==> src/rtl/cr16_consts.svh <==
// datapath width, register count, address width, shift cap and status flag bit positions
`ifndef CR16_CONSTS_SVH
`define CR16_CONSTS_SVH

// datapath and register file
`define CR16_DATA_W    16 // one machine word
`define CR16_NUM_REGS  16 // r0 .. r15
`define CR16_REG_IDX_W 4  // bits to index the register file

// instruction memory
`define CR16_ADDR_W    16 // word address, one instruction per word

// shifter
`define CR16_SHAMT_MAX 15 // larger magnitudes saturate here

// processor status flags, packed psr subset
`define CR16_FLAG_W    5
`define CR16_FLAG_C    0  // carry / borrow out
`define CR16_FLAG_L    1  // unsigned less-than on cmp
`define CR16_FLAG_F    2  // signed overflow
`define CR16_FLAG_N    3  // negative, or signed less-than on cmp
`define CR16_FLAG_Z    4  // zero, or equal on cmp

`endif
==> src/rtl/cr16_isa_pkg.sv <==
// isa types: word, register index, pc, flags, alu opcode enum, decoded control struct, fsm state
`include "cr16_consts.svh"

package cr16_isa_pkg;

    typedef logic [`CR16_DATA_W-1:0]    cr16_word_t;  // data word
    typedef logic [`CR16_REG_IDX_W-1:0] reg_idx_t;    // register number
    typedef logic [`CR16_ADDR_W-1:0]    pc_t;         // instruction word address
    typedef logic [`CR16_FLAG_W-1:0]    flags_t;      // c l f n z
    typedef logic [`CR16_NUM_REGS-1:0]  reg_onehot_t; // one bit per register

    // opcode field, same code in rr (instr[7:4]) and imm (instr[15:12]) forms
    typedef enum logic [3:0] {
        op_nop  = 4'b0000,
        op_and  = 4'b0001,
        op_or   = 4'b0010,
        op_xor  = 4'b0011,
        op_lsh  = 4'b0100,
        op_add  = 4'b0101,
        op_addu = 4'b0110,
        op_addc = 4'b0111,
        op_not  = 4'b1000,
        op_sub  = 4'b1001,
        op_subc = 4'b1010,
        op_cmp  = 4'b1011,
        op_ashu = 4'b1100,
        op_mov  = 4'b1101
    } alu_op_t;

    typedef struct packed {
        alu_op_t     op;
        reg_idx_t    rdest;    // also operand a
        reg_idx_t    rsrc;
        logic        imm_en;   // b from immediate
        cr16_word_t  imm;      // sign-extended imm8
        logic        reg_we;
        reg_onehot_t reg_en;   // write select
        logic        flags_we;
    } ctrl_t;

    typedef enum logic [1:0] {
        fetch,
        decode,
        execute
    } ctrl_state_t;

endpackage

==> src/rtl/cr16_bus_pkg.sv <==
// wishbone classic master request, slave response and register-write retire event
package cr16_bus_pkg;

    typedef struct packed {
        logic              cyc;
        logic              stb;
        logic              we;  // fetch only, stays low
        cr16_isa_pkg::pc_t adr; // word address
    } wb_req_t;

    typedef struct packed {
        logic                     ack;
        cr16_isa_pkg::cr16_word_t dat; // valid with ack
    } wb_rsp_t;

    typedef struct packed {
        logic                     valid; // one cycle per committed write
        cr16_isa_pkg::reg_idx_t   rdest;
        cr16_isa_pkg::cr16_word_t data;
        cr16_isa_pkg::pc_t        pc;    // address of the retiring instruction
    } retire_t;

endpackage

==> src/rtl/cr16_core.sv <==
// cr16 core top: fetch unit, control/decoder, register file and alu, plus retire port
`timescale 1ns/1ps

module cr16_core (
    input  logic                  clk,
    input  logic                  reset,
    output cr16_bus_pkg::wb_req_t ibus_req,
    input  cr16_bus_pkg::wb_rsp_t ibus_rsp,
    output cr16_bus_pkg::retire_t retire,
    output cr16_isa_pkg::flags_t  flags
);
    import cr16_isa_pkg::*;

    logic       fetch_req;
    logic       fetch_done;
    logic       pc_en;
    cr16_word_t instr;
    pc_t        pc;
    ctrl_t      ctrl;
    cr16_word_t rdata_a;
    cr16_word_t rdata_b;
    cr16_word_t alu_result;

    fetch_unit u_fetch (
        .clk        (clk),
        .reset      (reset),
        .fetch_req  (fetch_req),
        .pc_en      (pc_en),
        .ibus_rsp   (ibus_rsp),
        .ibus_req   (ibus_req),
        .fetch_done (fetch_done),
        .instr      (instr),
        .pc         (pc)
    );

    control_and_decoder u_ctrl (
        .clk        (clk),
        .reset      (reset),
        .fetch_done (fetch_done),
        .instr      (instr),
        .fetch_req  (fetch_req),
        .pc_en      (pc_en),
        .ctrl       (ctrl)
    );

    regfile u_regfile (
        .clk     (clk),
        .reset   (reset),
        .ctrl    (ctrl),
        .wdata   (alu_result), // writeback straight from the alu
        .rdata_a (rdata_a),
        .rdata_b (rdata_b)
    );

    alu u_alu (
        .clk      (clk),
        .reset    (reset),
        .ctrl     (ctrl),
        .a        (rdata_a),
        .rsrc_val (rdata_b),
        .result   (alu_result),
        .flags    (flags)
    );

    // retire mirrors the regfile write, pc still points at this instruction
    assign retire.valid = ctrl.reg_we;
    assign retire.rdest = ctrl.rdest;
    assign retire.data  = alu_result;
    assign retire.pc    = pc;

endmodule

==> src/rtl/alu.sv <==
// combinational cr16 alu with b-operand mux, shifter and registered status flags
`timescale 1ns/1ps
`include "cr16_consts.svh"

module alu (
    input  logic                     clk,
    input  logic                     reset,
    input  cr16_isa_pkg::ctrl_t      ctrl,
    input  cr16_isa_pkg::cr16_word_t a,
    input  cr16_isa_pkg::cr16_word_t rsrc_val,
    output cr16_isa_pkg::cr16_word_t result,
    output cr16_isa_pkg::flags_t     flags
);
    import cr16_isa_pkg::*;

    localparam int MSB = `CR16_DATA_W - 1;

    cr16_word_t            b;
    logic                  cin;        // stored carry
    logic                  add_cin;
    logic                  sub_bin;
    logic [`CR16_DATA_W:0] sum;        // carry in top bit
    logic [`CR16_DATA_W:0] diff;       // borrow in top bit
    logic                  add_ovf;
    logic                  sub_ovf;
    logic                  shift_left;
    cr16_word_t            shift_mag;
    logic [3:0]            shamt;
    cr16_word_t            lsh_res;
    cr16_word_t            ashu_res;
    cr16_word_t            res;
    flags_t                flags_d;
    flags_t                flags_q;

    assign b   = ctrl.imm_en ? ctrl.imm : rsrc_val;
    assign cin = flags_q[`CR16_FLAG_C];

    // add and subtract families share one adder each
    assign add_cin = (ctrl.op == op_addc) && cin;
    assign sub_bin = (ctrl.op == op_subc) && cin;
    assign sum     = {1'b0, a} + {1'b0, b} + add_cin;
    assign diff    = {1'b0, a} - {1'b0, b} - sub_bin;
    assign add_ovf = (a[MSB] == b[MSB]) && (sum[MSB] != a[MSB]);
    assign sub_ovf = (a[MSB] != b[MSB]) && (diff[MSB] != a[MSB]);

    // signed b: positive shifts left, negative shifts right
    assign shift_left = !b[MSB];
    assign shift_mag  = shift_left ? b : -b;
    assign shamt      = (shift_mag > `CR16_SHAMT_MAX) ? 4'(`CR16_SHAMT_MAX) : shift_mag[3:0];
    assign lsh_res    = shift_left ? (a << shamt) : (a >> shamt);
    assign ashu_res   = shift_left ? (a << shamt) : cr16_word_t'($signed(a) >>> shamt);

    always_comb begin
        case (ctrl.op)
            op_and:                    res = a & b;
            op_or:                     res = a | b;
            op_xor:                    res = a ^ b;
            op_not:                    res = ~b;
            op_mov:                    res = b;
            op_lsh:                    res = lsh_res;
            op_ashu:                   res = ashu_res;
            op_add, op_addu, op_addc:  res = sum[MSB:0];
            op_sub, op_subc, op_cmp:   res = diff[MSB:0]; // cmp result discarded
            default:                   res = '0;
        endcase
    end

    always_comb begin
        flags_d = '0; // logic and shift ops clear c and f
        case (ctrl.op)
            op_add, op_addu, op_addc: begin
                flags_d[`CR16_FLAG_C] = sum[`CR16_DATA_W];
                flags_d[`CR16_FLAG_F] = add_ovf;
            end
            op_sub, op_subc, op_cmp: begin
                flags_d[`CR16_FLAG_C] = diff[`CR16_DATA_W];
                flags_d[`CR16_FLAG_F] = sub_ovf;
            end
            default: ;
        endcase
        if (ctrl.op == op_cmp) begin
            flags_d[`CR16_FLAG_Z] = (a == b);
            flags_d[`CR16_FLAG_N] = ($signed(a) < $signed(b));
            flags_d[`CR16_FLAG_L] = (a < b);
        end else begin
            flags_d[`CR16_FLAG_Z] = (res == '0);
            flags_d[`CR16_FLAG_N] = res[MSB];
        end
    end

    always_ff @(posedge clk or negedge reset) begin
        if (!reset) begin
            flags_q <= '0;
        end else if (ctrl.flags_we) begin // execute edge, never on nop
            flags_q <= flags_d;
        end
    end

    assign result = res;
    assign flags  = flags_q;

endmodule

==> src/rtl/regfile.sv <==
// sixteen-entry register file, two combinational reads and one one-hot write
`timescale 1ns/1ps
`include "cr16_consts.svh"

module regfile (
    input  logic                     clk,
    input  logic                     reset,
    input  cr16_isa_pkg::ctrl_t      ctrl,
    input  cr16_isa_pkg::cr16_word_t wdata,
    output cr16_isa_pkg::cr16_word_t rdata_a,
    output cr16_isa_pkg::cr16_word_t rdata_b
);
    import cr16_isa_pkg::*;

    cr16_word_t regs [`CR16_NUM_REGS];

    always_ff @(posedge clk or negedge reset) begin
        if (!reset) begin
            for (int i = 0; i < `CR16_NUM_REGS; i++) begin
                regs[i] <= '0;
            end
        end else if (ctrl.reg_we) begin
            for (int i = 0; i < `CR16_NUM_REGS; i++) begin
                if (ctrl.reg_en[i]) begin // one-hot select from decode
                    regs[i] <= wdata;
                end
            end
        end
    end

    // a is the destination register, cr16 two-operand style
    assign rdata_a = regs[ctrl.rdest];
    assign rdata_b = regs[ctrl.rsrc];

endmodule

==> src/rtl/control_and_decoder.sv <==
// control fsm (fetch, decode, execute) and instruction decoder for the cr16 subset
`timescale 1ns/1ps
`include "cr16_consts.svh"

module control_and_decoder (
    input  logic                     clk,
    input  logic                     reset,
    input  logic                     fetch_done,
    input  cr16_isa_pkg::cr16_word_t instr,
    output logic                     fetch_req,
    output logic                     pc_en,
    output cr16_isa_pkg::ctrl_t      ctrl
);
    import cr16_isa_pkg::*;

    ctrl_state_t state;
    ctrl_state_t state_next;
    logic        rr_form;    // top nibble zero
    logic [3:0]  op_raw;
    logic        op_known;
    alu_op_t     op;
    logic        in_exec;
    logic        writes_reg;

    always_ff @(posedge clk or negedge reset) begin
        if (!reset) begin
            state <= fetch;
        end else begin
            state <= state_next;
        end
    end

    always_comb begin
        state_next = state;
        case (state)
            fetch: begin
                if (fetch_done) begin // ack edge loads ir
                    state_next = decode;
                end
            end
            decode:  state_next = execute;
            execute: state_next = fetch;
            default: state_next = fetch;
        endcase
    end

    // opcode field moves with the form
    assign rr_form  = (instr[15:12] == 4'b0000);
    assign op_raw   = rr_form ? instr[7:4] : instr[15:12];
    assign op_known = (op_raw <= 4'b1101);                      // 1110 / 1111 unused
    assign op       = op_known ? alu_op_t'(op_raw) : op_nop;    // unused codes run as nop

    assign in_exec    = (state == execute);
    assign writes_reg = (op != op_cmp) && (op != op_nop);

    assign fetch_req = reset && (state == fetch); // bus cycle through fetch but never in reset
    assign pc_en     = in_exec;                   // pc steps at the execute edge

    always_comb begin
        ctrl          = '0;
        ctrl.op       = op;
        ctrl.rdest    = instr[11:8];
        ctrl.rsrc     = instr[3:0];
        ctrl.imm_en   = !rr_form;
        ctrl.imm      = {{(`CR16_DATA_W-8){instr[7]}}, instr[7:0]}; // sign extend
        ctrl.reg_we   = in_exec && writes_reg;
        ctrl.flags_we = in_exec && (op != op_nop); // cmp writes flags only
        if (in_exec && writes_reg) begin
            ctrl.reg_en = reg_onehot_t'(1) << instr[11:8];
        end
    end

endmodule

==> src/rtl/fetch_unit.sv <==
// program counter, instruction register and wishbone classic read master
`timescale 1ns/1ps

module fetch_unit (
    input  logic                     clk,
    input  logic                     reset,
    input  logic                     fetch_req,
    input  logic                     pc_en,
    input  cr16_bus_pkg::wb_rsp_t    ibus_rsp,
    output cr16_bus_pkg::wb_req_t    ibus_req,
    output logic                     fetch_done,
    output cr16_isa_pkg::cr16_word_t instr,
    output cr16_isa_pkg::pc_t        pc
);
    import cr16_isa_pkg::*;

    pc_t        pc_q;
    cr16_word_t ir_q;
    logic       beat; // stb and ack together end the cycle

    assign beat = fetch_req && ibus_rsp.ack;

    always_ff @(posedge clk or negedge reset) begin
        if (!reset) begin
            pc_q <= '0;
        end else if (pc_en) begin
            pc_q <= pc_q + pc_t'(1); // next word
        end
    end

    // instruction register loads on the ack edge
    always_ff @(posedge clk or negedge reset) begin
        if (!reset) begin
            ir_q <= '0;
        end else if (beat) begin
            ir_q <= ibus_rsp.dat;
        end
    end

    // cyc/stb follow the request while pc holds adr until execute
    assign ibus_req.cyc = fetch_req;
    assign ibus_req.stb = fetch_req;
    assign ibus_req.we  = 1'b0;  // reads only
    assign ibus_req.adr = pc_q;

    assign fetch_done = beat;
    assign instr      = ir_q;
    assign pc         = pc_q;

endmodule

==> config.mk <==
export PLATFORM = sky130hd
export DESIGN_NAME = cr16_core
export DESIGN_NICKNAME = d
export VERILOG_FILES = /design/src/rtl/cr16_isa_pkg.sv /design/src/rtl/cr16_bus_pkg.sv /design/src/rtl/cr16_core.sv /design/src/rtl/alu.sv /design/src/rtl/regfile.sv /design/src/rtl/control_and_decoder.sv /design/src/rtl/fetch_unit.sv
export VERILOG_INCLUDE_DIRS = /design/src /design/src/rtl
export SDC_FILE = /design/constraint.sdc
export NUM_CORES = 1
export LEC_CHECK = 0
export ABC_AREA = 1
export BUFFER_PORTS_ARGS = -buffer_cell sky130_fd_sc_hd__buf_2
export CELL_PAD_IN_SITES_DETAIL_PLACEMENT = 0
export CELL_PAD_IN_SITES_GLOBAL_PLACEMENT = 1
export CORE_MARGIN = 1.5
export CORE_UTILIZATION = 46
export CTS_CLUSTER_DIAMETER = 30
export DETAILED_ROUTE_END_ITERATION = 16
export PLACE_DENSITY = 0.85
export SKIP_LAST_GASP = 1
export SLEW_MARGIN = 20
export SYNTH_ARGS = -nofsm -noshare
export SYNTH_HDL_FRONTEND = slang
export SYNTH_HIERARCHICAL = 1
export SYNTH_SLANG_ARGS = --single-unit
==> constraint.sdc <==
create_clock -name clk -period 6 [get_ports clk]
set_clock_uncertainty 0.15 [all_clocks]
set_input_delay 0 -clock clk [delete_from_list [all_inputs] [get_ports clk]]
set_output_delay 0 -clock clk [all_outputs]
set_load 0.02 [all_outputs]
## Word-level counts from Yosys, hierarchy flattened

Cells that the tools add are included.

- Add/sub/neg operators: 6
- Bitwise operators: 6
- Eq/ne operators: 22
- Reduce and logical (&&, ||, !) cells: 31
- Shift operators: 4
- Muxes and demuxes: 21
- $lt $le $gt $ge: 6

Operator list:

| operator | count |
|---|---|
| two-way mux 16 bit | 9 |
| case mux 16 bit (9 select lines) | 1 |
| binary-select mux 16 bit (select 4 bit) | 2 |
| less-than comparator 16 bit | 2 |
| AND reduction 2 bit | 16 |
| == test 4 bit (second input constant) | 6 |
| adder 16 x 16 -> 17 bit | 1 |
| adder 17 x 1 -> 17 bit | 1 |
| subtractor 16 x 16 -> 17 bit | 1 |
| subtractor 17 x 1 -> 17 bit | 1 |
| adder 16 x 1 -> 16 bit (second input constant) | 1 |
| bitwise AND 16 bit | 1 |
| == test 16 bit | 1 |
| == test 4 x 3 -> 1 bit (second input constant) | 4 |
| > comparator 16 x 4 -> 1 bit (second input constant) | 1 |
| logical NOT 16 bit | 1 |
| negator 16 bit | 1 |
| inverter 16 bit | 1 |
| bitwise OR 16 bit | 1 |
| << shifter 1 x 4 -> 16 bit (first input constant) | 1 |
| << shifter 16 x 4 -> 16 bit | 1 |
| >> shifter 16 x 4 -> 16 bit | 1 |
| >>> shifter 16 x 4 -> 16 bit | 1 |
| XOR 16 bit | 1 |
| other kinds (21) | 39 |

- Word-level logic and storage cells: 116
- Output and inout bits: 61
- Input port bits: 19
- Register bits: 295

## Logic depth before layout (Yosys ltp)

- Word-level depth: 14
- Mapped depth: 41
- Gate-level depth less buffers: 35

## Cells and area by module

Netlist, hierarchy kept.

Modules (own cells, without submodules):

| module | cells an instance | seq. area each (µm²) | instances | area each (µm²) |
|---|---|---|---|---|
| regfile | 2224 | 6406.1 | 1 | 15030.7 |
| alu | 1072 | 125.1 | 1 | 5931.9 |
| fetch_unit | 208 | 800.8 | 1 | 1711.6 |
| control_and_decoder | 112 | 50.0 | 1 | 673.1 |

## Least setup slack after synthesis

OpenSTA, ideal clock, no wires.

- Path kind: flip-flop to flip-flop
- Start: reg u_fetch.ir_q[2], in the netlist u_fetch/instr[2]
- End: reg u_regfile/regs[111] (netlist name)
- Setup slack: 1.133 ns
- Data arrival time: 4.584 ns
- Setup time: 0.133 ns
- Path buffers: 6
- Period minus slack after synthesis: 4.867 ns
- Data required time: 5.717 ns
- Stages on the path, launching flop included: 33
- Cell sequence: dfrtp_1 buf_4 buf_2 inv_1 clkbuf_1 nand3_1 nand3_1 nand2_1 inv_1 nand2_1 nand2_1 buf_2 buf_2 fa_1 inv_1 ha_1 nor2_1 o21ai_0 nand3_1 o211ai_1 nand2_1 inv_1 nand2_1 o21ai_0 xor2_1 nand2_1 nand2_1 a21oi_1 a21boi_1 inv_1 inv_1 clkbuf_1 o21ai_0

RTL lines:

| what | line | RTL |
|---|---|---|
| from (decl) | fetch_unit.sv:18 | `cr16_word_t ir_q;` |
| from (signal assigned) | fetch_unit.sv:36 | `ir_q <= ibus_rsp.dat;` |
| to (signal, indexed assignment) | regfile.sv:25 | `regs[i] <= wdata;` |
| to (decl) | regfile.sv:15 | `` cr16_word_t regs [`CR16_NUM_REGS]; `` |

==> flow_metrics.py <==
metrics = {
    "status": {
        "status": "finished clean",
    },
    "timing": {
        "tightest_slew_ns": 0.9656,
        "setup_viol": 0,
        "rsz0062_at_grt": "true",
        "whs_ns": 0.2841,
        "max_freq_mhz": 173.7,
        "hold_violations": 0,
        "fin_crit_sh_pct": 95.98,
        "period_needed_ns": 5.759,
        "slew_headroom_pct": 35.63,
        "final_max_slew_viol_count": 0,
    },
    "job": {
        "max_cap_viol_count": 0,
    },
    "clocking": {
        "cts_tree": "done",
        "clockBufferDepth": 3,
        "cts_made_buffers": 75,
        "path_clk_slew_ns": 0.05,
        "htreeDepth": 3,
        "clock-sinks": 295,
        "insertion_delay_ns": 0.63,
        "root_buffer": "clkbuf_16",
    },
    "logic_synthesis": {
        "seq_area_frac_synth_pct": 31.62,
        "synth_cells": 3616,
        "synth_edf_count": 0,
        "synth_cell_types": 55,
        "synth-async-reset-ratio_pct": 100.0,
        "synth_nets": 3720,
        "netlist_area_sq_um": 23350,
        "ys_ff_latch": 295,
        "yosys_warnings": 6,
        "synth_flop_cell": "dfrtp_1",
        "syn-mean-instance-area_sq_um": 6.457,
    },
    "worst_setup_path": {
        "critPathKind": "reg2out",
        "worstPathMaxFanout": 43,
        "critical_path_arrival_ns": 5.61,
        "cp-start-kind": "flop",
        "slowest_delay_ns": 0.54,
        "rr_worst_depth": 26,
        "cp_slowest_cell": "dfrtp_4",
        "rrSetupSlack_ns": 0.35,
        "cp-end-kind": "output port",
        "cp.required_ns": 5.85,
    },
    "min_path": {
        "min_path_cells": 1,
        "min_path_type": "reg2reg",
    },
    "cells_and_area": {
        "antenna_cells": 0,
        "nFillCells": 4901,
        "final_cell_mix": "1,184 x nand2_1, 617 x nand3_1, 454 x inv_1",
        "nNetsFinal": 3760,
        "drive_above_1_share_pct": 10.36,
        "final_cells": 4388,
        "layout.cells.most_common": "nand2_1",
        "area_delta_synth_final_pct": 15.64,
    },
    "place": {
        "gp_congestion": 1.051,
        "dpl.cell_count": 4188,
        "port_buffers": 78,
        "dp_hpwl_um": 58140,
    },
    "pwr": {
        "vdd_ir_drop_max_mv": 0.2352,
        "clock_power_share_pct": 30.6,
        "p_sw_share_pct": 48.75,
        "p_int_uw": 6455,
        "switchingPower_uw": 6141,
        "leakagePower_uw": 0.01367,
        "combPwrFrac_pct": 51.4,
        "power_density_nw_per_um2": 466.6,
        "seqPwrFrac_pct": 17.9,
    },
    "floorplanning": {
        "start_util_pct": 46.54,
        "core_sq_um": 50170,
        "die_area_sq_um": 52120,
        "dieHeight_um": 228.3,
        "pin_count": 80,
        "die_w_um": 228.3,
        "rows": 82,
    },
    "grt": {
        "antenna_found_initial": 1,
        "first_global_vias": 24010,
        "grt_max_degree": 88,
        "grt_pass1_wl_um": 137600,
        "grt_use_total_pct": 33.74,
        "overflow": 0,
    },
    "detailed_routing": {
        "vias_per_cell": 5.734,
        "wl_per_cell_um": 20.43,
        "drt_iter0_drc": 2838,
        "dr.pass1.iters": 8,
        "drc": 0,
        "vias": 25160,
        "routed_wl_um": 89650,
        "antenna_left": 0,
    },
}
-- flip-flops by register name, summed over array words and instances, names as in the netlist --
signal / count
u_ctrl/state: 2
u_alu/flags: 5
u_fetch/instr: 16
u_regfile/regs: 256
u_fetch/pc: 16
-- cell families (layout without fill, tap and decap cells) --
| group | Yosys count | after routing | share of synthesized area [%] |
|---|---|---|---|
| AND/OR/NAND/NOR | 2048 | 2048 | 38.70 |
| buffers and inverters | 723 | 823 | 14.04 |
| AO/OA/AOI/OAI | 448 | 448 | 10.31 |
| flip-flops | 295 | 295 | 31.62 |
| adder cells (fa/ha/maj) | 85 | 85 | 4.684 |
| XOR/XNOR | 16 | 16 | 0.6324 |
| other | 1 | 1 | 0.01606 |
-- cell type report --
cell class | instances | area (sq um) | share of cell area, %
multi-input combinational | 2598 | 12710 | 47.08
clock buffer | 95 | 2023 | 7.494
clock inverter | 42 | 427.9 | 1.585
inverter | 467 | 1778 | 6.585
sequential | 295 | 7395 | 27.39
timing repair buffer | 219 | 1823 | 6.752
tap | 672 | 840.8 | 3.114
-- power groups by stage --
stage / Combinational, uW / Clock (uW) / Sequential (uW)
final: 6480 / 3860 / 2260
after global routing: 7020 / 4030 / 2270
after CTS: 6250 / 3910 / 2260
after detailed placement: 6160 / 0 / 2290
after global placement: 6120 / 0 / 2280
after floorplan: 4180 / 0 / 2270
-- cell usage after synthesis, types with 20 or more instances --
master | count | share of area [%]
o21ai_0 | 308 | 6.6
buf_2 | 93 | 2.0
clkbuf_1 | 56 | 0.90
inv_1 | 454 | 7.3
buf_6 | 20 | 0.96
nor2_1 | 104 | 1.7
dfrtp_1 | 295 | 32
buf_4 | 65 | 2.1
nand2_1 | 1185 | 19
ha_1 | 81 | 4.3
a21oi_1 | 64 | 1.4
nand4_1 | 48 | 1.3
nand3_1 | 617 | 13
-- repair_timing --
item                                   in CTS  in global routing
hold buffers                               57                  0
setup endpoints to repair                  16                208
cloned                                      0                  3
endpoints found under the hold margin     140                  0
buffers inserted                            0                  3
gates resized for setup                     3                 13
pin swaps                                   0                  1
-- layer usage --
metal  part of all wire, %  global-route usage (%)  up-vias  wire, um
met5                 0.011                       0        -        10
met4                   5.2                   19.14        2      4699
met3                   8.9                   6.500      311      8008
met2                    46                   54.97     1357     41620
met1                    39                   41.90    11830     35310
li1                      -                       -    11660         -
-- per-stage QoR --
step | worst slack [ns] | setup TNS (ns) | power [uW] | area (sq um) | util [%]
after global routing | -0.02609 | -0.02609 | 13330 | 27000 | 53.81
after CTS | 0.01594 | 0 | 12420 | 26840 | 53.51
after detailed placement | 0.004384 | 0 | 8448 | 23800 | 47.44
after global placement | 0.04258 | 0 | 8399 | 23800 | 47.43
final | 0.2414 | 0 | 12600 | 27000 | 53.81
after floorplan | 1.133 | 0 | 6456 | 23350 | -
-- critical path, delay by kind of cell (launching register included) --
family / cells / cell delay (ns)
DFF: 1 / 0.54
buffers and inverters: 6 / 1.17
and+or+nand+nor: 15 / 1.70
adders and majority gates: 2 / 0.77
AOI/OAI and AO/OA: 3 / 0.77
-- path summary, 6_finish.rpt --
path	start	to
max reg2reg	u_fetch/instr[8]	u_regfile/regs[239]
max	u_fetch/instr[8]	retire[30]
min reg2reg	u_ctrl/state[1]	u_ctrl/state[1]
min in group asynchronous	reset	u_regfile/regs[136]
max in group asynchronous	reset	u_fetch/instr[1]
min	u_ctrl/state[1]	u_ctrl/state[1]
(Power assumes the default switching activity.)
